[config.mk]
export PLATFORM = sky130hd
export DESIGN_NAME = control_unit
export DESIGN_NICKNAME = d
export VERILOG_FILES = /design/src/source/isa_pkg.sv /design/src/source/ctrl_pkg.sv /design/src/source/alu_decode.sv /design/src/source/mem_decode.sv /design/src/source/branch_decode.sv /design/src/source/csr_decode.sv /design/src/source/decode_stage_reg.sv /design/src/source/control_unit.sv
export SDC_FILE = /design/constraint.sdc
export NUM_CORES = 1
export LEC_CHECK = 0
export BUFFER_PORTS_ARGS = -buffer_cell sky130_fd_sc_hd__buf_2
export CAP_MARGIN = 30
export CORE_ASPECT_RATIO = 1.2
export CORE_MARGIN = 2
export CORE_UTILIZATION = 45
export CTS_CLUSTER_DIAMETER = 120
export DETAILED_ROUTE_END_ITERATION = 10
export PLACE_DENSITY = 0.76
export SLEW_MARGIN = 20
export SYNTH_ARGS = -nofsm -noshare
export SYNTH_HDL_FRONTEND = slang
export SYNTH_HIERARCHICAL = 1
export SYNTH_SLANG_ARGS = --single-unit
[constraint.sdc]
create_clock -name clk -period 1.8 [get_ports clk]
set_input_delay 0.09 -clock clk [delete_from_list [all_inputs] [get_ports clk]]
set_output_delay 0.09 -clock clk [all_outputs]
set_load 0.02 [all_outputs]
[src/source/isa_pkg.sv]
package isa_pkg;

    localparam int INSTR_WIDTH    = 32;
    localparam int REG_ADDR_WIDTH = 5;

    // RV32I major opcodes, instr[6:0].
    typedef enum logic [6:0] {
        OPC_LUI      = 7'b0110111,
        OPC_AUIPC    = 7'b0010111,
        OPC_JAL      = 7'b1101111,
        OPC_JALR     = 7'b1100111,
        OPC_BRANCH   = 7'b1100011,
        OPC_LOAD     = 7'b0000011,
        OPC_STORE    = 7'b0100011,
        OPC_OP_IMM   = 7'b0010011,
        OPC_OP       = 7'b0110011,
        OPC_MISC_MEM = 7'b0001111,
        OPC_SYSTEM   = 7'b1110011
    } opcode_e;

    // The only funct7 values an RV32I encoding may carry.
    localparam logic [6:0] F7_BASE = 7'h00;
    localparam logic [6:0] F7_ALT  = 7'h20;

endpackage

[src/source/ctrl_pkg.sv]
package ctrl_pkg;

    // Immediate format for the execute stage.
    typedef enum logic [2:0] {
        IMM_I, IMM_S, IMM_B, IMM_U, IMM_J, IMM_SHAMT, IMM_ZIMM
    } imm_type_e;

    // Order follows funct3 of OP and OP-IMM.
    typedef enum logic [2:0] {
        ALU_OP_ADD_SUB, ALU_OP_SLL, ALU_OP_SLT, ALU_OP_SLTU,
        ALU_OP_XOR, ALU_OP_SRL_SRA, ALU_OP_OR, ALU_OP_AND
    } alu_op_e;

    typedef enum logic [1:0] {
        ALU_SRC1_REG, ALU_SRC1_PC, ALU_SRC1_ZERO
    } alu_src1_e;

    typedef enum logic [1:0] {
        ALU_SRC2_REG, ALU_SRC2_IMM, ALU_SRC2_FOUR
    } alu_src2_e;

    // Order follows funct3[1:0] of loads and stores.
    typedef enum logic [1:0] {
        MEM_WIDTH_BYTE, MEM_WIDTH_HALF, MEM_WIDTH_WORD
    } mem_width_e;

    typedef enum logic [1:0] {
        BRANCH_OP_NEVER, BRANCH_OP_ZERO, BRANCH_OP_NON_ZERO, BRANCH_OP_ALWAYS
    } branch_op_e;

    typedef enum logic {
        BRANCH_PC_SRC_IMM, BRANCH_PC_SRC_REG
    } branch_pc_src_e;

    typedef enum logic [1:0] {
        CSR_WRITE_OP_RW, CSR_WRITE_OP_RS, CSR_WRITE_OP_RC
    } csr_write_op_e;

    typedef enum logic {
        CSR_SRC_REG, CSR_SRC_IMM
    } csr_src_e;

endpackage

[src/source/alu_decode.sv]
module alu_decode import isa_pkg::*, ctrl_pkg::*; (
    input  logic [INSTR_WIDTH-1:0] instr,
    output logic                   hit,
    output logic                   rs1_read,
    output logic                   rs2_read,
    output imm_type_e              imm_type,
    output alu_op_e                alu_op,
    output logic                   alu_sub_sra,
    output alu_src1_e              alu_src1,
    output alu_src2_e              alu_src2,
    output logic                   rd_write
);

    logic [2:0] funct3;
    logic [6:0] funct7;
    logic       slt_type;
    logic       f7_alt;
    logic       f7_any;

    assign funct3   = instr[14:12];
    assign funct7   = instr[31:25];
    assign slt_type = funct3[2:1] == 2'b01;
    assign f7_alt   = funct7 == F7_ALT;
    assign f7_any   = (funct7 == F7_BASE) || f7_alt;

    always_comb begin
        hit         = 1'b0;
        rs1_read    = 1'b0;
        rs2_read    = 1'b0;
        imm_type    = IMM_I;
        alu_op      = ALU_OP_ADD_SUB;
        alu_sub_sra = 1'b0;
        alu_src1    = ALU_SRC1_REG;
        alu_src2    = ALU_SRC2_REG;
        rd_write    = 1'b0;
        case (opcode_e'(instr[6:0]))
            OPC_LUI, OPC_AUIPC: begin
                hit      = 1'b1;
                imm_type = IMM_U;
                alu_src1 = (instr[6:0] == OPC_LUI) ? ALU_SRC1_ZERO : ALU_SRC1_PC;
                alu_src2 = ALU_SRC2_IMM;
                rd_write = 1'b1;
            end
            OPC_OP_IMM: begin
                // Only the shifts carry a funct7 field.
                case (funct3)
                    3'd1:    hit = funct7 == F7_BASE;
                    3'd5:    hit = f7_any;
                    default: hit = 1'b1;
                endcase
                if (hit) begin
                    rs1_read    = 1'b1;
                    rd_write    = 1'b1;
                    imm_type    = (funct3[1:0] == 2'b01) ? IMM_SHAMT : IMM_I;
                    alu_op      = alu_op_e'(funct3);
                    alu_sub_sra = slt_type || (funct3 == 3'd5 && f7_alt);
                    alu_src2    = ALU_SRC2_IMM;
                end
            end
            OPC_OP: begin
                hit = (funct3 == 3'd0 || funct3 == 3'd5) ? f7_any : funct7 == F7_BASE;
                if (hit) begin
                    rs1_read    = 1'b1;
                    rs2_read    = 1'b1;
                    rd_write    = 1'b1;
                    alu_op      = alu_op_e'(funct3);
                    alu_sub_sra = slt_type || f7_alt;
                end
            end
            default: hit = 1'b0;
        endcase
    end

endmodule

[src/source/mem_decode.sv]
module mem_decode import isa_pkg::*, ctrl_pkg::*; (
    input  logic [INSTR_WIDTH-1:0] instr,
    output logic                   hit,
    output logic                   rs1_read,
    output logic                   rs2_read,
    output imm_type_e              imm_type,
    output alu_op_e                alu_op,
    output logic                   alu_sub_sra,
    output alu_src1_e              alu_src1,
    output alu_src2_e              alu_src2,
    output logic                   rd_write,
    output logic                   mem_read,
    output logic                   mem_write,
    output mem_width_e             mem_width,
    output logic                   mem_zero_extend,
    output logic                   mem_fence
);

    logic [2:0] funct3;

    assign funct3 = instr[14:12];

    // Address is always rs1 plus immediate.
    assign alu_op      = ALU_OP_ADD_SUB;
    assign alu_sub_sra = 1'b0;
    assign alu_src1    = ALU_SRC1_REG;

    always_comb begin
        hit             = 1'b0;
        rs1_read        = 1'b0;
        rs2_read        = 1'b0;
        imm_type        = IMM_I;
        alu_src2        = ALU_SRC2_REG;
        rd_write        = 1'b0;
        mem_read        = 1'b0;
        mem_write       = 1'b0;
        mem_width       = MEM_WIDTH_BYTE;
        mem_zero_extend = 1'b0;
        mem_fence       = 1'b0;
        case (opcode_e'(instr[6:0]))
            OPC_LOAD: begin
                // LB, LH, LW, LBU, LHU.
                hit = funct3[1:0] != 2'b11 && funct3 != 3'd6;
                if (hit) begin
                    rs1_read        = 1'b1;
                    rd_write        = 1'b1;
                    alu_src2        = ALU_SRC2_IMM;
                    mem_read        = 1'b1;
                    mem_width       = mem_width_e'(funct3[1:0]);
                    mem_zero_extend = funct3[2];
                end
            end
            OPC_STORE: begin
                hit = funct3[2] == 1'b0 && funct3[1:0] != 2'b11;
                if (hit) begin
                    rs1_read  = 1'b1;
                    rs2_read  = 1'b1;
                    imm_type  = IMM_S;
                    alu_src2  = ALU_SRC2_IMM;
                    mem_write = 1'b1;
                    mem_width = mem_width_e'(funct3[1:0]);
                end
            end
            OPC_MISC_MEM: begin
                // FENCE is a no-op here. FENCE.I flushes.
                hit       = funct3[2:1] == 2'b00;
                mem_fence = hit && funct3[0];
            end
            default: hit = 1'b0;
        endcase
    end

endmodule

[src/source/branch_decode.sv]
module branch_decode import isa_pkg::*, ctrl_pkg::*; (
    input  logic [INSTR_WIDTH-1:0] instr,
    output logic                   hit,
    output logic                   rs1_read,
    output logic                   rs2_read,
    output imm_type_e              imm_type,
    output alu_op_e                alu_op,
    output logic                   alu_sub_sra,
    output alu_src1_e              alu_src1,
    output alu_src2_e              alu_src2,
    output logic                   rd_write,
    output branch_op_e             branch_op,
    output branch_pc_src_e         branch_pc_src
);

    logic [2:0] funct3;

    assign funct3 = instr[14:12];

    always_comb begin
        hit           = 1'b0;
        rs1_read      = 1'b0;
        rs2_read      = 1'b0;
        imm_type      = IMM_I;
        alu_op        = ALU_OP_ADD_SUB;
        alu_sub_sra   = 1'b0;
        alu_src1      = ALU_SRC1_REG;
        alu_src2      = ALU_SRC2_REG;
        rd_write      = 1'b0;
        branch_op     = BRANCH_OP_NEVER;
        branch_pc_src = BRANCH_PC_SRC_IMM;
        case (opcode_e'(instr[6:0]))
            OPC_JAL, OPC_JALR: begin
                hit = (instr[6:0] == OPC_JAL) || (funct3 == 3'd0);
                if (hit) begin
                    // Link value is pc + 4.
                    alu_src1  = ALU_SRC1_PC;
                    alu_src2  = ALU_SRC2_FOUR;
                    rd_write  = 1'b1;
                    branch_op = BRANCH_OP_ALWAYS;
                    if (instr[6:0] == OPC_JAL) begin
                        imm_type = IMM_J;
                    end else begin
                        rs1_read      = 1'b1;
                        branch_pc_src = BRANCH_PC_SRC_REG;
                    end
                end
            end
            OPC_BRANCH: begin
                hit = funct3[2:1] != 2'b01;
                if (hit) begin
                    rs1_read    = 1'b1;
                    rs2_read    = 1'b1;
                    imm_type    = IMM_B;
                    alu_sub_sra = 1'b1;
                    if (funct3[2]) begin
                        alu_op = funct3[1] ? ALU_OP_SLTU : ALU_OP_SLT;
                    end
                    // BEQ, BGE and BGEU take the branch on a zero result.
                    branch_op = (funct3[0] ^ funct3[2]) ? BRANCH_OP_NON_ZERO : BRANCH_OP_ZERO;
                end
            end
            default: hit = 1'b0;
        endcase
    end

endmodule

[src/source/csr_decode.sv]
module csr_decode import isa_pkg::*, ctrl_pkg::*; #(
    parameter bit ENABLE_ZICSR = 1'b1
) (
    input  logic [INSTR_WIDTH-1:0] instr,
    output logic                   hit,
    output logic                   rs1_read,
    output imm_type_e              imm_type,
    output logic                   rd_write,
    output logic                   csr_read,
    output logic                   csr_write,
    output csr_write_op_e          csr_write_op,
    output csr_src_e               csr_src
);

    logic [2:0]                funct3;
    logic [REG_ADDR_WIDTH-1:0] rd;
    logic [REG_ADDR_WIDTH-1:0] rs1;
    logic                      rw_form;

    assign funct3  = instr[14:12];
    assign rd      = instr[11:7];
    assign rs1     = instr[19:15];
    assign rw_form = funct3[1:0] == 2'b01;

    // funct3 0 and 4 are not CSR instructions.
    assign hit = ENABLE_ZICSR && instr[6:0] == OPC_SYSTEM && funct3[1:0] != 2'b00;

    always_comb begin
        rs1_read     = 1'b0;
        imm_type     = IMM_I;
        rd_write     = 1'b0;
        csr_read     = 1'b0;
        csr_write    = 1'b0;
        csr_write_op = CSR_WRITE_OP_RW;
        csr_src      = CSR_SRC_REG;
        if (hit) begin
            // The immediate forms put zimm in the rs1 field.
            rs1_read     = !funct3[2];
            imm_type     = funct3[2] ? IMM_ZIMM : IMM_I;
            csr_src      = funct3[2] ? CSR_SRC_IMM : CSR_SRC_REG;
            csr_write_op = csr_write_op_e'(funct3[1:0] - 2'd1);
            if (rw_form) begin
                // No CSR read side effects when rd is x0.
                csr_write = 1'b1;
                csr_read  = rd != '0;
                rd_write  = rd != '0;
            end else begin
                csr_read  = 1'b1;
                rd_write  = 1'b1;
                csr_write = rs1 != '0;
            end
        end
    end

endmodule

[src/source/decode_stage_reg.sv]
module decode_stage_reg import ctrl_pkg::*; (
    input  logic           clk,
    input  logic           rst,
    input  logic           instr_valid,
    input  logic           ad_hit, md_hit, bd_hit, cd_hit,
    input  logic           ad_rs1_read, md_rs1_read, bd_rs1_read, cd_rs1_read,
    input  logic           ad_rs2_read, md_rs2_read, bd_rs2_read,
    input  imm_type_e      ad_imm_type, md_imm_type, bd_imm_type, cd_imm_type,
    input  alu_op_e        ad_alu_op, md_alu_op, bd_alu_op,
    input  logic           ad_alu_sub_sra, md_alu_sub_sra, bd_alu_sub_sra,
    input  alu_src1_e      ad_alu_src1, md_alu_src1, bd_alu_src1,
    input  alu_src2_e      ad_alu_src2, md_alu_src2, bd_alu_src2,
    input  logic           ad_rd_write, md_rd_write, bd_rd_write, cd_rd_write,
    input  logic           md_mem_read, md_mem_write, md_mem_zero_extend, md_mem_fence,
    input  mem_width_e     md_mem_width,
    input  branch_op_e     bd_branch_op,
    input  branch_pc_src_e bd_branch_pc_src,
    input  logic           cd_csr_read, cd_csr_write,
    input  csr_write_op_e  cd_csr_write_op,
    input  csr_src_e       cd_csr_src,
    output logic           ctrl_valid,
    output logic           illegal,
    output logic           rs1_read,
    output logic           rs2_read,
    output imm_type_e      imm_type,
    output alu_op_e        alu_op,
    output logic           alu_sub_sra,
    output alu_src1_e      alu_src1,
    output alu_src2_e      alu_src2,
    output logic           mem_read,
    output logic           mem_write,
    output mem_width_e     mem_width,
    output logic           mem_zero_extend,
    output logic           mem_fence,
    output logic           csr_read,
    output logic           csr_write,
    output csr_write_op_e  csr_write_op,
    output csr_src_e       csr_src,
    output branch_op_e     branch_op,
    output branch_pc_src_e branch_pc_src,
    output logic           rd_write
);

    logic any_hit;
    logic load_en;

    // Opcodes are disjoint, so at most one class hits.
    assign any_hit = ad_hit | md_hit | bd_hit | cd_hit;
    assign load_en = instr_valid & any_hit;

    // ------------------------------------------------
    // Strobes and control state
    // ------------------------------------------------
    always_ff @(posedge clk) begin
        if (rst) begin
            ctrl_valid <= 1'b0;
            illegal    <= 1'b0;
            rs1_read   <= 1'b0;
            rs2_read   <= 1'b0;
            mem_read   <= 1'b0;
            mem_write  <= 1'b0;
            mem_fence  <= 1'b0;
            csr_read   <= 1'b0;
            csr_write  <= 1'b0;
            branch_op  <= BRANCH_OP_NEVER;
            rd_write   <= 1'b0;
        end else begin
            ctrl_valid <= load_en;
            illegal    <= instr_valid & ~any_hit;
            rs1_read   <= load_en & (ad_rs1_read | md_rs1_read | bd_rs1_read | cd_rs1_read);
            rs2_read   <= load_en & (ad_rs2_read | md_rs2_read | bd_rs2_read);
            mem_read   <= load_en & md_mem_read;
            mem_write  <= load_en & md_mem_write;
            mem_fence  <= load_en & md_mem_fence;
            csr_read   <= load_en & cd_csr_read;
            csr_write  <= load_en & cd_csr_write;
            branch_op  <= load_en ? bd_branch_op : BRANCH_OP_NEVER;
            rd_write   <= load_en & (ad_rd_write | md_rd_write | bd_rd_write | cd_rd_write);
        end
    end

    // ------------------------------------------------
    // Operand and format fields
    // ------------------------------------------------
    always_ff @(posedge clk) begin
        imm_type        <= load_en ?
                           imm_type_e'(ad_imm_type | md_imm_type | bd_imm_type | cd_imm_type) :
                           IMM_I;
        alu_op          <= load_en ? alu_op_e'(ad_alu_op | md_alu_op | bd_alu_op) : ALU_OP_ADD_SUB;
        alu_sub_sra     <= load_en & (ad_alu_sub_sra | md_alu_sub_sra | bd_alu_sub_sra);
        alu_src1        <= load_en ? alu_src1_e'(ad_alu_src1 | md_alu_src1 | bd_alu_src1) :
                           ALU_SRC1_REG;
        alu_src2        <= load_en ? alu_src2_e'(ad_alu_src2 | md_alu_src2 | bd_alu_src2) :
                           ALU_SRC2_REG;
        mem_width       <= load_en ? md_mem_width : MEM_WIDTH_BYTE;
        mem_zero_extend <= load_en & md_mem_zero_extend;
        csr_write_op    <= load_en ? cd_csr_write_op : CSR_WRITE_OP_RW;
        csr_src         <= load_en ? cd_csr_src : CSR_SRC_REG;
        branch_pc_src   <= load_en ? bd_branch_pc_src : BRANCH_PC_SRC_IMM;
    end

endmodule

[src/source/control_unit.sv]
module control_unit import isa_pkg::*, ctrl_pkg::*; #(
    parameter bit ENABLE_ZICSR = 1'b1
) (
    input  logic                   clk,
    input  logic                   rst,
    input  logic [INSTR_WIDTH-1:0] instr,
    input  logic                   instr_valid,
    output logic                   ctrl_valid,
    output logic                   illegal,
    output logic                   rs1_read,
    output logic                   rs2_read,
    output imm_type_e              imm_type,
    output alu_op_e                alu_op,
    output logic                   alu_sub_sra,
    output alu_src1_e              alu_src1,
    output alu_src2_e              alu_src2,
    output logic                   mem_read,
    output logic                   mem_write,
    output mem_width_e             mem_width,
    output logic                   mem_zero_extend,
    output logic                   mem_fence,
    output logic                   csr_read,
    output logic                   csr_write,
    output csr_write_op_e          csr_write_op,
    output csr_src_e               csr_src,
    output branch_op_e             branch_op,
    output branch_pc_src_e         branch_pc_src,
    output logic                   rd_write
);

    logic           ad_hit, md_hit, bd_hit, cd_hit;
    logic           ad_rs1_read, md_rs1_read, bd_rs1_read, cd_rs1_read;
    logic           ad_rs2_read, md_rs2_read, bd_rs2_read;
    imm_type_e      ad_imm_type, md_imm_type, bd_imm_type, cd_imm_type;
    alu_op_e        ad_alu_op, md_alu_op, bd_alu_op;
    logic           ad_alu_sub_sra, md_alu_sub_sra, bd_alu_sub_sra;
    alu_src1_e      ad_alu_src1, md_alu_src1, bd_alu_src1;
    alu_src2_e      ad_alu_src2, md_alu_src2, bd_alu_src2;
    logic           ad_rd_write, md_rd_write, bd_rd_write, cd_rd_write;
    logic           md_mem_read, md_mem_write, md_mem_zero_extend, md_mem_fence;
    mem_width_e     md_mem_width;
    branch_op_e     bd_branch_op;
    branch_pc_src_e bd_branch_pc_src;
    logic           cd_csr_read, cd_csr_write;
    csr_write_op_e  cd_csr_write_op;
    csr_src_e       cd_csr_src;

    // ------------------------------------------------
    // Class decoders
    // ------------------------------------------------
    alu_decode alu_decode_inst (
        .instr(instr), .hit(ad_hit), .rs1_read(ad_rs1_read), .rs2_read(ad_rs2_read),
        .imm_type(ad_imm_type), .alu_op(ad_alu_op), .alu_sub_sra(ad_alu_sub_sra),
        .alu_src1(ad_alu_src1), .alu_src2(ad_alu_src2), .rd_write(ad_rd_write)
    );

    mem_decode mem_decode_inst (
        .instr(instr), .hit(md_hit), .rs1_read(md_rs1_read), .rs2_read(md_rs2_read),
        .imm_type(md_imm_type), .alu_op(md_alu_op), .alu_sub_sra(md_alu_sub_sra),
        .alu_src1(md_alu_src1), .alu_src2(md_alu_src2), .rd_write(md_rd_write),
        .mem_read(md_mem_read), .mem_write(md_mem_write), .mem_width(md_mem_width),
        .mem_zero_extend(md_mem_zero_extend), .mem_fence(md_mem_fence)
    );

    branch_decode branch_decode_inst (
        .instr(instr), .hit(bd_hit), .rs1_read(bd_rs1_read), .rs2_read(bd_rs2_read),
        .imm_type(bd_imm_type), .alu_op(bd_alu_op), .alu_sub_sra(bd_alu_sub_sra),
        .alu_src1(bd_alu_src1), .alu_src2(bd_alu_src2), .rd_write(bd_rd_write),
        .branch_op(bd_branch_op), .branch_pc_src(bd_branch_pc_src)
    );

    csr_decode #(
        .ENABLE_ZICSR(ENABLE_ZICSR)
    ) csr_decode_inst (
        .instr(instr), .hit(cd_hit), .rs1_read(cd_rs1_read), .imm_type(cd_imm_type),
        .rd_write(cd_rd_write), .csr_read(cd_csr_read), .csr_write(cd_csr_write),
        .csr_write_op(cd_csr_write_op), .csr_src(cd_csr_src)
    );

    // ------------------------------------------------
    // Output register
    // ------------------------------------------------
    decode_stage_reg decode_stage_reg_inst (
        .clk(clk), .rst(rst), .instr_valid(instr_valid),
        .ad_hit(ad_hit), .md_hit(md_hit), .bd_hit(bd_hit), .cd_hit(cd_hit),
        .ad_rs1_read(ad_rs1_read), .md_rs1_read(md_rs1_read),
        .bd_rs1_read(bd_rs1_read), .cd_rs1_read(cd_rs1_read),
        .ad_rs2_read(ad_rs2_read), .md_rs2_read(md_rs2_read), .bd_rs2_read(bd_rs2_read),
        .ad_imm_type(ad_imm_type), .md_imm_type(md_imm_type),
        .bd_imm_type(bd_imm_type), .cd_imm_type(cd_imm_type),
        .ad_alu_op(ad_alu_op), .md_alu_op(md_alu_op), .bd_alu_op(bd_alu_op),
        .ad_alu_sub_sra(ad_alu_sub_sra), .md_alu_sub_sra(md_alu_sub_sra),
        .bd_alu_sub_sra(bd_alu_sub_sra),
        .ad_alu_src1(ad_alu_src1), .md_alu_src1(md_alu_src1), .bd_alu_src1(bd_alu_src1),
        .ad_alu_src2(ad_alu_src2), .md_alu_src2(md_alu_src2), .bd_alu_src2(bd_alu_src2),
        .ad_rd_write(ad_rd_write), .md_rd_write(md_rd_write),
        .bd_rd_write(bd_rd_write), .cd_rd_write(cd_rd_write),
        .md_mem_read(md_mem_read), .md_mem_write(md_mem_write),
        .md_mem_zero_extend(md_mem_zero_extend), .md_mem_fence(md_mem_fence),
        .md_mem_width(md_mem_width),
        .bd_branch_op(bd_branch_op), .bd_branch_pc_src(bd_branch_pc_src),
        .cd_csr_read(cd_csr_read), .cd_csr_write(cd_csr_write),
        .cd_csr_write_op(cd_csr_write_op), .cd_csr_src(cd_csr_src),
        .ctrl_valid(ctrl_valid), .illegal(illegal),
        .rs1_read(rs1_read), .rs2_read(rs2_read), .imm_type(imm_type),
        .alu_op(alu_op), .alu_sub_sra(alu_sub_sra),
        .alu_src1(alu_src1), .alu_src2(alu_src2),
        .mem_read(mem_read), .mem_write(mem_write), .mem_width(mem_width),
        .mem_zero_extend(mem_zero_extend), .mem_fence(mem_fence),
        .csr_read(csr_read), .csr_write(csr_write),
        .csr_write_op(csr_write_op), .csr_src(csr_src),
        .branch_op(branch_op), .branch_pc_src(branch_pc_src), .rd_write(rd_write)
    );

endmodule

# Word-level counts from Yosys, hierarchy flattened
# Index checks and enable logic that the tools add are counted.
# W data, S select, Z words.
# word_totals
regBits	30
inputBits	35
# classes
n_addsub	1
reduce_logical	22
n_eq_ne	19
bitwise_logic	35
n_mux	71
# ops
operator	n
$mux W3	12
$mux W1	32
$eq A7 B6 Y1 const B	4
$eq A7 B7 Y1 const B	4
$mux W2	11
$pmux W3 S2	3
$pmux W2 S2	4
$eq A7 B5 Y1 const B	2
$and A1 B1 Y1	12
$or A1 B1 Y1	12
$or A3 B3 Y3	4
$pmux W1 S2	6
$reduce_bool A5 Y1	2
$pmux W1 S3	3
$eq A7 B2 Y1 const B	1
$eq A7 B4 Y1 const B	1
$logic_not A7 Y1	1
$or A2 B2 Y2	3
$reduce_or A2 Y1	3
$logic_and A1 B1 Y1	5
$logic_or A1 B1 Y1	5
$eq A2 B1 Y1 const B	2
$reduce_and A2 Y1	2
$eq A3 B1 Y1 const B	1
11 further kinds	13

# Logic depth before layout (Yosys ltp)
# Gate-level depths: netlist of the first run.
# depth
ltp_word	11
ltp_mapped	8
mapped_depth_nobuf	6

# Cells and area by module
# The synthesis of the first run kept the hierarchy.
# by_module_without_submodules
mod	instances	cells_per_inst	seq_area_each_um2	area_per_inst_um2
decode_stage_reg	1	81	600.6	902.1
alu_decode	1	46	0.0	304.0
mem_decode	1	34	0.0	272.8
branch_decode	1	38	0.0	231.5
csr_decode	1	24	0.0	152.6

# Worst setup path before layout of the first run
# Ideal clock, no wire load.
# synth_path
kind	input to register
start	in instr[6]
end	reg decode_stage_reg_inst.branch_op[1]
t_required_ns	1.720
slack_ns	0.135
setup_time_ns	0.080
arrival_ns	1.585
stages	7
cell_sequence	nand2b_4 or4_4 a211o_4 o211ai_1 nor4_2 buf_2 nor3b_1
# synth_between
elab_chain_len	9
# synth_rtl
element	line_no	text
start: declaration	control_unit.sv:6	input logic [INSTR_WIDTH-1:0] instr,
$eq A7 B5 Y1 or $eq A7 B6 Y1 (tied branches)	alu_decode.sv:36	case (opcode_e'(instr[6:0]))
$reduce_or A2 Y1	alu_decode.sv:36	
$pmux W1 S3 *	alu_decode.sv:36	
via ad_hit	control_unit.sv:31	logic ad_hit, md_hit, bd_hit, cd_hit;
$or A1 B1 Y1 * (3 in a row)	decode_stage_reg.sv:48	assign any_hit = ad_hit | md_hit | bd_hit | cd_hit;
$and A1 B1 Y1 *	decode_stage_reg.sv:49	assign load_en = instr_valid & any_hit;
$not A1 Y1 (no line) *	n/a	
$reduce_or A2 Y1 (no line) *	n/a	
end signal: assignment	decode_stage_reg.sv:77	branch_op <= load_en ? bd_branch_op : BRANCH_OP_NEVER;
end: declaration	decode_stage_reg.sv:39	output branch_op_e branch_op,
# The timed path passes the listed nets; every way through them passes the cells marked *.
# A chain may end at the register's enable or synchronous reset.

# Worst setup path in the final report of the first run
# layout_path
start	in instr[14]
end	reg decode_stage_reg_inst.alu_op[0]
# layout_between
elab_chain_len	8
# layout_rtl
element	line_no	text
$eq A3 B3 Y1 (tied with other cells)	alu_decode.sv:46, alu_decode.sv:61	
$pmux W1 S2 or $logic_or A1 B1 Y1 (tied branches)	alu_decode.sv:46, alu_decode.sv:61	
$mux W1 (on tied branches)	alu_decode.sv:36, alu_decode.sv:61	
$pmux W1 S3 *	alu_decode.sv:36	
via ad_hit	control_unit.sv:31	
$or A1 B1 Y1 * (3 in a row)	decode_stage_reg.sv:48	
$and A1 B1 Y1 *	decode_stage_reg.sv:49	
end signal: assignment	decode_stage_reg.sv:89	alu_op <= load_en ? alu_op_e'(ad_alu_op | md_alu_op | bd_alu_op) : ALU_OP_ADD_SUB;
end: declaration	decode_stage_reg.sv:26	output alu_op_e alu_op,
# The timed path passes the listed nets; every way through them passes the cells marked *. The select of a mux whose other input is x is not followed.

==> impl_metrics.toml, run 1 <==
[power_and_ir_drop]
leakagePower_nw = 1.19
power_frac_clock_pct = 42.9
p_sw_share_pct = 22.8
seqPwrFrac_pct = 42.3
power.net_switching_mw = 0.361
power.ir.vdd_worst_mv = 0.519
total_internal_power_mw = 1.22
combinational_power_share_pct = 14.7
pwr_density_cell_mw_per_mm2 = 644
total_power_mw = 1.58

[logic_synthesis]
post_synth_instance_area_mm2 = 0.00186
synth_simple_gate_area_share_pct = 39.8
synth.yosys.warnings = 6
synth_top_family_by_area = "simple AND/OR/NAND/NOR gates"
synth_sequential_area_ratio_pct = 32.2
synth_area_leaders = "sky130_fd_sc_hd__dfxtp_1 32%, sky130_fd_sc_hd__buf_4 10%, sky130_fd_sc_hd__nor3_1 5.4%, sky130_fd_sc_hd__nor2_1 5.0%, sky130_fd_sc_hd__nor3b_1 3.6%"
synthMuxAreaShare_pct = 0.537
postSynth.topFlopCell = "sky130_fd_sc_hd__dfxtp_1"
synth_area_per_cell_um2 = 8.35
post_synth_inst_count = 223
post_synth_num_cell_types = 50
synth_enable_flop_cells = 0
synth-adder-area-share_pct = 1.34
synth-xor-area-share_pct = 0.470
synth_compound_area_share_pct = 10.9
ys_seq_elements = 30
postSynth.asyncResetShare_pct = 0
synth_top_area_share_pct = 32.2
synth_area_leader_cell = "sky130_fd_sc_hd__dfxtp_1"

[floorplanning]
design.core.area_mm2 = 0.00397
ioPinCount = 65
die_boundary_width_um = 62.7
initial_utilization_pct = 46.9
chipHeight_um = 74.5
die-area_mm2 = 0.00467
rows = 25

[routing]
detail_route.drc_violations = 0
iteration_count_of_the_initial_detailed_routing_pass = 5
drt_iter0_drc = 70
drt-total-wl_um = 4510
route.antenna.remaining_nets = 0
avgRoutedWirePerCell_um = 12.4
drt-vias-per-instance = 4.96
route.vias.total = 1805

[timing]
finalSetupViolations = 0
final_period_minus_worst_setup_slack_ns = 1.66
slew_headroom_pct = 63.9
hold_viol_final = 0
max_freq_mhz = 602
worst-slew-pin-transition_ns = 0.540
grt_setup_unrepaired = "false"
finalCritPeriodShare_pct = 92.3
finalMaxSlewViolations = 0

[placed_design]
io_buffers = 59
dp_cells = 356
dpl.hpwl_um = 3580
gp_congestion = 0.934

[layout]
sequential_standard_cell_area_um2 = 601
final_standard_cell_count_with_taps_included_and_fillers_excluded = 364
multi_input_area_mm2 = 0.00105
post-route-util_pct = 61.9
layout.nets = 347
fillCellCount = 372
num_antenna_cells = 0
area_growth_from_synthesis_to_layout_pct = 32.0
most_frequent_cells_in_the_layout = "60 x sky130_fd_sc_hd__buf_2, 41 x sky130_fd_sc_hd__buf_4, 30 x sky130_fd_sc_hd__dfxtp_1"
layout_commonest_cell = "sky130_fd_sc_hd__buf_2"
drive_gt1_share_pct = 41.3

[critical_path]
critical_path.startpoint_type = "input port"
timing.critical_path.fanout_max = 9
crit_arrival_ns = 1.83
timing.setup.critical_path_class = "input port to flop"
data_required_time_at_the_worst_endpoint_ns = 1.97
endpoint_kind = "flop"

[global_routing]
grt_util_all_layers_pct = 20.8
maximum_number_of_pins_on_one_net_before_global_route_repair = 13
grt_pass1_wl_um = 7490
grt_pass1_vias = 1750
globalRouteOverflowTotal = 0
grt_antenna_before_repair = 0

[run]
drv.max_cap_violation_count = 0

[cts]
clockBufferDepth = 2
cts_tree = "yes"
numCtsBuffers = 5
cts.reportedPaths.clkPinSlew_ns = 0.06
quantity_of_hold_fixing_buffers_added_after_cts = 0
clock_sinks = 30
cts.htree.levels = 2
root_buffer = "sky130_fd_sc_hd__clkbuf_8"

[worst_hold_path]
terminating_pin_of_the_worst_hold_path = "decode_stage_reg_inst/illegal$_SDFF_PP0_"
min-delay-start = "rst"
min_path_type = "input port to flop"
worst_hold_path.num_cells = 2

[outcome]
run_status = "complete, no violations"
[final cells by class]
| type | instances | area share, % |
|---|---|---|
| clock buffers | 6 | 3.36 |
| clock inverters | 1 | 1.22 |
| inverters | 6 | 0.916 |
| multi-input cells | 166 | 42.6 |
| flip-flops and latches | 30 | 24.4 |
| well taps | 54 | 2.75 |
| repair buffers | 101 | 24.7 |
[synthesized netlist by cell type, types with 3 or more instances]
library cell,count
sky130_fd_sc_hd__nor4_2,3
sky130_fd_sc_hd__nor3_1,20
sky130_fd_sc_hd__nand2_1,15
sky130_fd_sc_hd__buf_4,26
sky130_fd_sc_hd__nor3b_1,9
sky130_fd_sc_hd__and3_1,3
sky130_fd_sc_hd__and2_1,8
sky130_fd_sc_hd__nand2b_1,4
sky130_fd_sc_hd__nor4_1,8
sky130_fd_sc_hd__dfxtp_1,30
sky130_fd_sc_hd__conb_1,4
sky130_fd_sc_hd__nand3_1,4
sky130_fd_sc_hd__a21oi_1,4
sky130_fd_sc_hd__o21ai_0,7
sky130_fd_sc_hd__nor2_1,25
sky130_fd_sc_hd__and3b_1,3
sky130_fd_sc_hd__inv_1,6
[flip-flops by register name, summed over array words and instances (netlist names), 2 cells and up]
register	count
decode_stage_reg_inst/imm_type	3
decode_stage_reg_inst/mem_width	2
decode_stage_reg_inst/alu_src2	2
decode_stage_reg_inst/alu_op	3
decode_stage_reg_inst/alu_src1	2
decode_stage_reg_inst/csr_write_op	2
decode_stage_reg_inst/branch_op	2
[how the worst max path moves through the flow]
stage                         start                                               end  slack [ns]  cells after the start
after detailed placement   instr[3]          decode_stage_reg_inst/csr_src$_SDFF_PN0_       -0.17                      9
after global routing      instr[14]        decode_stage_reg_inst/alu_op[0]$_SDFF_PN0_       0.002                      9
after floorplan            instr[6]     decode_stage_reg_inst/branch_op[1]$_SDFF_PP0_        0.14                      7
after CTS                  instr[3]  decode_stage_reg_inst/csr_write_op[1]$_SDFF_PN0_        0.11                      9
final                     instr[14]        decode_stage_reg_inst/alu_op[0]$_SDFF_PN0_        0.14                      9
after global placement    instr[14]      decode_stage_reg_inst/imm_type[0]$_SDFF_PN0_       -0.35                      6
[timing repair]
action	4_1_cts	5_1_grt
gates resized for setup	0	1
endpoints found under the setup margin	0	14
setup buffers	0	1
[critical path, stage by stage]
cell	delay, ns
sky130_fd_sc_hd__buf_2	0.16
sky130_fd_sc_hd__nand2b_1	0.18
sky130_fd_sc_hd__nand3_1	0.11
sky130_fd_sc_hd__a211o_4	0.13
sky130_fd_sc_hd__o211ai_1	0.11
sky130_fd_sc_hd__buf_4	0.16
sky130_fd_sc_hd__o41ai_2	0.51
sky130_fd_sc_hd__buf_2	0.31
sky130_fd_sc_hd__nor2_1	0.07
[power by group through the flow]
stage	Clock [mW]	Combinational, mW	Sequential, mW
floorplan	0	0.116	0.692
global placement	0	0.225	0.685
detailed placement	0	0.229	0.685
CTS	0.694	0.230	0.670
global route	0.722	0.257	0.670
finish	0.680	0.233	0.670
[through the flow]
step | hold WS [ns] | instance area [um2] | TNS, ns | worst slack [ns]
2_1_floorplan | 0.209 | 1900 | 0 | 0.135
3_3_place_gp | 0.382 | 2330 | -5.18 | -0.352
3_5_place_dp | 0.393 | 2340 | -2.92 | -0.166
4_1_cts | 0.0922 | 2450 | 0 | 0.111
5_1_grt | 0.0949 | 2460 | 0 | 0.00209
6_report | 0.0949 | 2460 | 0 | 0.139
[routing by layer]
layer,wire [um],global-route usage [%],share of wire [%],vias to the layer above
li1,-,-,-,917
met1,1830,21.5,41,804
met2,2230,38.1,49,70
met3,293,5.45,6.5,14
met4,154,13.1,3.4,0
met5,0,0,0,-
[cells by family (layout without fill, tap and decap cells)]
family,after synthesis,count (layout)
muxes,1,1
adders and majority gates,2,2
other,4,15
xor gates and xnor gates,1,1
AOI/OAI and AO/OA,24,24
buffers and inverters,38,114
DFF,30,30
and+or+nand+nor,123,123
Power figures use the tool's default switching activity.
==> inputs of run 2 (changes only) <==
--- a/config.mk
+++ b/config.mk
@@ -9,10 +9,11 @@
 export CAP_MARGIN = 30
 export CORE_ASPECT_RATIO = 1.2
 export CORE_MARGIN = 2
-export CORE_UTILIZATION = 45
+export CORE_UTILIZATION = 47
+export CTS_BUF_LIST = sky130_fd_sc_hd__clkbuf_4 sky130_fd_sc_hd__clkbuf_8
 export CTS_CLUSTER_DIAMETER = 120
 export DETAILED_ROUTE_END_ITERATION = 10
-export PLACE_DENSITY = 0.76
+export PLACE_DENSITY = 0.79
 export SLEW_MARGIN = 20
 export SYNTH_ARGS = -nofsm -noshare
 export SYNTH_HDL_FRONTEND = slang
==> constraint.sdc (replaced) <==
create_clock -name clk -period 1.8 [get_ports clk]
set_input_delay 0.36 -clock clk [delete_from_list [all_inputs] [get_ports clk]]
set_output_delay 0.36 -clock clk [all_outputs]
set_load 0.02 [all_outputs]
==> impl_metrics.toml, run 2 (same netlist as run 1, synthesis figures left out) <==
[global_routing]
globalRouteOverflowTotal = 0
maximum_number_of_pins_on_one_net_before_global_route_repair = 12
grt_pass1_wl_um = 7880
grt_util_all_layers_pct = 23.7
grt_antenna_before_repair = 0
grt_pass1_vias = 1787

[critical_path]
critical-path-slowest-cell = "sky130_fd_sc_hd__or4_4"
timing.critical_path.fanout_max = 7
timing.setup.critical_path_class = "input port to flop"
endpoint_kind = "flop"
cpPeakStageDelay_ns = 0.44
data_required_time_at_the_worst_endpoint_ns = 2.03
crit_path_cells = "buf_6 > nand2b_4 > or4_4 > a211o_4 > o211ai_1 > buf_4 > o41a_1 > and2_1"
critical_path.startpoint_type = "input port"
crit_path_end = "decode_stage_reg_inst/csr_write_op[1]$_SDFF_PN0_"
timing.critical_path.from = "instr[6]"
crit_arrival_ns = 2.14

[layout]
most_frequent_cells_in_the_layout = "52 x sky130_fd_sc_hd__buf_2, 46 x sky130_fd_sc_hd__buf_4, 30 x sky130_fd_sc_hd__dfxtp_1"
multi_input_area_mm2 = 0.00117
top_regs = "decode_stage_reg_inst/alu_op (3), decode_stage_reg_inst/imm_type (3)"
sequential_standard_cell_area_um2 = 601
fillCellCount = 321
post-route-util_pct = 68.8
drive_gt1_share_pct = 49.5
num_antenna_cells = 0
final_cell_area_mm2 = 0.00267
area_growth_from_synthesis_to_layout_pct = 43.3
layout_commonest_cell = "sky130_fd_sc_hd__buf_2"
layout.nets = 353

[timing]
final_period_minus_worst_setup_slack_ns = 1.91
min_setup_slack_post_route_ns = -0.112
finalCritPeriodShare_pct = 106
setup_total_negative_slack_ns = -1.44
finalSetupViolations = 22
slew_headroom_pct = 57.2
max_freq_mhz = 523
worst-slew-pin-transition_ns = 0.642
grt_setup_unrepaired = "true"
finalMaxSlewViolations = 0
hold_viol_final = 0

[cts]
clockBufferDepth = 2
root_buffer = "sky130_fd_sc_hd__clkbuf_8"
quantity_of_hold_fixing_buffers_added_after_cts = 0
cts_tree = "yes"
numCtsBuffers = 5
cts.reportedPaths.clkPinSlew_ns = 0.06
clock_sinks = 30
cts.htree.levels = 2

[floorplanning]
rows = 25
initial_utilization_pct = 48.0
die_boundary_width_um = 61.5
ioPinCount = 65
die-area_mm2 = 0.00449
chipHeight_um = 73.0
design.core.area_mm2 = 0.00388

[power_and_ir_drop]
pwr_density_cell_mw_per_mm2 = 562
power.ir.vdd_worst_mv = 0.476
leakagePower_nw = 1.26
total_power_mw = 1.50

[routing]
detail_route.drc_violations = 0
route.antenna.remaining_nets = 0
drt-vias-per-instance = 5.12
avgRoutedWirePerCell_um = 13.6
iteration_count_of_the_initial_detailed_routing_pass = 4
route.vias.total = 1900
drt-total-wl_um = 5060
drt_iter0_drc = 53

[placed_design]
place_ws_ns = -0.573
io_buffers = 59
gp_congestion = 0.947
placed_cell_area_mm2 = 0.00234
dpl.hpwl_um = 3480

[outcome]
run_status = "finished with violations"
violations = "setup timing"

[worst_hold_path]
min-delay-start = "rst"
min_path_type = "input port to flop"

[run]
drv.max_cap_violation_count = 0
run 2: cell types whose count changed in the layout (fill, tap and decap cells not counted), moves of 2 or more:
cell | previous run | this run
sky130_fd_sc_hd__buf_6 | 0 | 7
sky130_fd_sc_hd__nor3b_2 | 0 | 7
sky130_fd_sc_hd__buf_4 | 41 | 46
sky130_fd_sc_hd__buf_2 | 60 | 52
sky130_fd_sc_hd__nor3_2 | 1 | 5
sky130_fd_sc_hd__nor2_1 | 24 | 18
sky130_fd_sc_hd__nor3_1 | 20 | 16
sky130_fd_sc_hd__nor3b_1 | 9 | 2
sky130_fd_sc_hd__nor2_2 | 1 | 6
sky130_fd_sc_hd__nor4_1 | 8 | 6
run 2: metal layers:
metal  vias to the layer above  routed length, um  global-route usage, %
met5                         -                  0                      0
met3                        14                299                   5.50
met4                         0                117                   12.5
met2                        77               2740                   41.0
met1                       883               1900                   26.2
li1                        926                  -                      -
run 2: critical path, delay by kind of cell:
family / cells / cell delay (ns)
and+or+nand+nor: 3 / 0.76
buffers and inverters: 2 / 0.30
AOI/OAI and AO/OA: 3 / 0.73
run 2: worst min-delay path by stage:
| stage | endpoint | slack [ns] | cells past startpoint |
|---|---|---|---|
| finish | decode_stage_reg_inst/illegal$_SDFF_PP0_ | 0.37 | 2 |
| global route | decode_stage_reg_inst/illegal$_SDFF_PP0_ | 0.37 | 2 |
| CTS | decode_stage_reg_inst/illegal$_SDFF_PP0_ | 0.36 | 2 |
| detailed placement | decode_stage_reg_inst/illegal$_SDFF_PP0_ | 0.67 | 2 |
| global placement | decode_stage_reg_inst/illegal$_SDFF_PP0_ | 0.66 | 2 |
| floorplan | decode_stage_reg_inst/alu_src2[1]$_SDFF_PN0_ | 0.48 | 2 |
run 2: repair_timing:
item	in CTS	in global routing
buffers inserted	4	2
resized for setup	22	20
gates cloned	1	0
hold endpoints to repair	0	0
pin swaps	12	13
endpoints found under the setup margin	30	30
run 2: stage by stage:
step / cells / hold WS [ns]
floorplan: 234 / 0.483
global placement: 356 / 0.655
detailed placement: 356 / 0.668
CTS: 369 / 0.364
global route: 371 / 0.373
finish: 371 / 0.371
run 2: power by group:
group	total, mW	switching, mW	leakage, nW	internal [mW]
Sequential	0.670	0.000903	0.242	0.669
Clock	0.558	0.251	0.0472	0.306
Combinational	0.273	0.142	0.968	0.131
Total	1.50	0.394	1.26	1.11
run 2: layout make-up:
cell class | count | share of cell area (%)
multi-input cells | 166 | 43.9
repair buffers | 107 | 26.7
flip-flops and latches | 30 | 22.5
clock buffers | 6 | 3.09
well taps | 54 | 2.53
inverters | 6 | 0.844
clock inverters | 2 | 0.469
==> inputs of run 3 (changes only) <==
--- a/config.mk
+++ b/config.mk
@@ -13,7 +13,7 @@
 export CTS_BUF_LIST = sky130_fd_sc_hd__clkbuf_4 sky130_fd_sc_hd__clkbuf_8
 export CTS_CLUSTER_DIAMETER = 120
 export DETAILED_ROUTE_END_ITERATION = 10
-export PLACE_DENSITY = 0.79
+export PLACE_DENSITY = 0.86
 export SLEW_MARGIN = 20
 export SYNTH_ARGS = -nofsm -noshare
 export SYNTH_HDL_FRONTEND = slang
==> impl_metrics.toml, run 3 (same netlist as run 1, synthesis figures left out) <==
[timing]
fin_hold_ws_ns = 0.387
final_period_minus_worst_setup_slack_ns = 1.88
worst-slew-pin-transition_ns = 0.587
grt_setup_unrepaired = "true"
finalMaxSlewViolations = 0
min_setup_slack_post_route_ns = -0.0795
hold_viol_final = 0
finalCritPeriodShare_pct = 104
slew_headroom_pct = 60.9
finalSetupViolations = 10
max_freq_mhz = 532

[critical_path]
crit_arrival_ns = 2.05
data_required_time_at_the_worst_endpoint_ns = 1.97
timing.setup.critical_path_class = "input port to flop"
timing.critical_path.fanout_max = 6
endpoint_kind = "flop"
critical_path.startpoint_type = "input port"

[floorplanning]
ioPinCount = 65
chipHeight_um = 73.0
initial_utilization_pct = 48.0
design.core.area_mm2 = 0.00388
rows = 25
die_boundary_width_um = 61.5
die-area_mm2 = 0.00449

[worst_hold_path]
worst_hold_path.num_cells = 2
terminating_pin_of_the_worst_hold_path = "decode_stage_reg_inst/illegal$_SDFF_PP0_"
min_path_type = "input port to flop"
min-delay-start = "rst"

[power_and_ir_drop]
leakagePower_nw = 1.26
total_internal_power_mw = 1.10
power.ir.vdd_worst_mv = 0.340
power_frac_clock_pct = 37.8
pwr_density_cell_mw_per_mm2 = 572
combinational_power_share_pct = 18.0
seqPwrFrac_pct = 44.2
p_sw_share_pct = 27.1
power.net_switching_mw = 0.410

[layout]
area_growth_from_synthesis_to_layout_pct = 42.2
top_regs = "decode_stage_reg_inst/alu_op (3), decode_stage_reg_inst/imm_type (3)"
layout.nets = 354
layout_commonest_cell = "sky130_fd_sc_hd__buf_2"
most_frequent_cells_in_the_layout = "52 x sky130_fd_sc_hd__buf_2, 48 x sky130_fd_sc_hd__buf_4, 30 x sky130_fd_sc_hd__dfxtp_1"
post-route-util_pct = 68.3
num_antenna_cells = 0
drive_gt1_share_pct = 46.9

[placed_design]
io_buffers = 59
gp_congestion = 0.885
dpl.hpwl_um = 3690

[global_routing]
grt_pass1_wl_um = 8020
maximum_number_of_pins_on_one_net_before_global_route_repair = 13
grt_antenna_before_repair = 0
globalRouteOverflowTotal = 0
grt_util_all_layers_pct = 24.1
grt_pass1_vias = 1885

[routing]
route.antenna.remaining_nets = 0
detail_route.drc_violations = 0
drt-total-wl_um = 5160
drt-vias-per-instance = 5.09
iteration_count_of_the_initial_detailed_routing_pass = 4
avgRoutedWirePerCell_um = 13.9
route.vias.total = 1895
drt_iter0_drc = 81

[cts]
cts_tree = "yes"
cts.htree.levels = 2
clock_sinks = 30
root_buffer = "sky130_fd_sc_hd__clkbuf_8"
cts.reportedPaths.clkPinSlew_ns = 0.06
numCtsBuffers = 5
clockBufferDepth = 2

[outcome]
run_status = "finished with violations"
violations = "setup timing"

[run]
drv.max_cap_violation_count = 0
==> run 3: how the worst max path moves through the flow <==
stage | from | end
2_1_floorplan | instr[6] | decode_stage_reg_inst/branch_op[1]$_SDFF_PP0_
3_3_place_gp | instr[3] | decode_stage_reg_inst/alu_src2[1]$_SDFF_PN0_
3_5_place_dp | instr[0] | decode_stage_reg_inst/branch_pc_src$_SDFF_PN0_
4_1_cts | instr[14] | decode_stage_reg_inst/illegal$_SDFF_PP0_
5_1_grt | instr[6] | decode_stage_reg_inst/illegal$_SDFF_PP0_
6_report | instr[2] | decode_stage_reg_inst/illegal$_SDFF_PP0_
==> run 3: layout make-up <==
class,instances,area (um2)
clock buffer,6,82.6
clock inverter,2,12.5
fill,293,1230
inverter,6,22.5
multi-input combinational,166,1160
sequential,30,601
tap,54,67.6
timing repair buffer,108,707
==> run 3: power by group through the flow <==
stage | clock (mW) | combinational, mW | sequential (mW)
final | 0.573 | 0.273 | 0.670
after detailed placement | 0 | 0.233 | 0.685
after global placement | 0 | 0.225 | 0.685
after floorplan | 0 | 0.117 | 0.692
after global routing | 0.611 | 0.295 | 0.670
after CTS | 0.574 | 0.252 | 0.670
==> run 3: worst max-delay path, cell delays in order <==
cell and delay (ns):
sky130_fd_sc_hd__buf_8 0.11, sky130_fd_sc_hd__or4_4 0.54, sky130_fd_sc_hd__a211o_4 0.29, sky130_fd_sc_hd__o211ai_1 0.14, sky130_fd_sc_hd__buf_4 0.20, sky130_fd_sc_hd__nor4_4 0.05, sky130_fd_sc_hd__buf_4 0.19, sky130_fd_sc_hd__and3b_1 0.17
==> run 3: layer usage <==
metal / vias to the layer above / GRT usage, % / share of wire (%)
met4: 0 / 13.7 / 4.1
met3: 23 / 6.03 / 6.4
met5: - / 0 / 0
met1: 857 / 25.0 / 38
met2: 90 / 42.4 / 52
li1: 925 / - / -
==> run 3: per-stage QoR <==
step	area (um2)	worst slack, ns	power (mW)	TNS [ns]	std cells
after floorplan	1910	-0.0902	0.808	-1.36	234
after global placement	2350	-0.466	0.910	-13.16	357
after detailed placement	2350	-0.533	0.917	-14.69	357
after CTS	2570	-0.0377	1.50	-0.139	370
after global routing	2650	-0.105	1.58	-0.992	372
final	2650	-0.0795	1.52	-0.193	372
==> run 3: repair_timing <==
item	CTS	global route
pin swaps	9	9
gates cloned	0	0
hold buffers	0	0
gates resized for setup	18	13
setup buffers	5	3
endpoints found under the setup margin	30	30
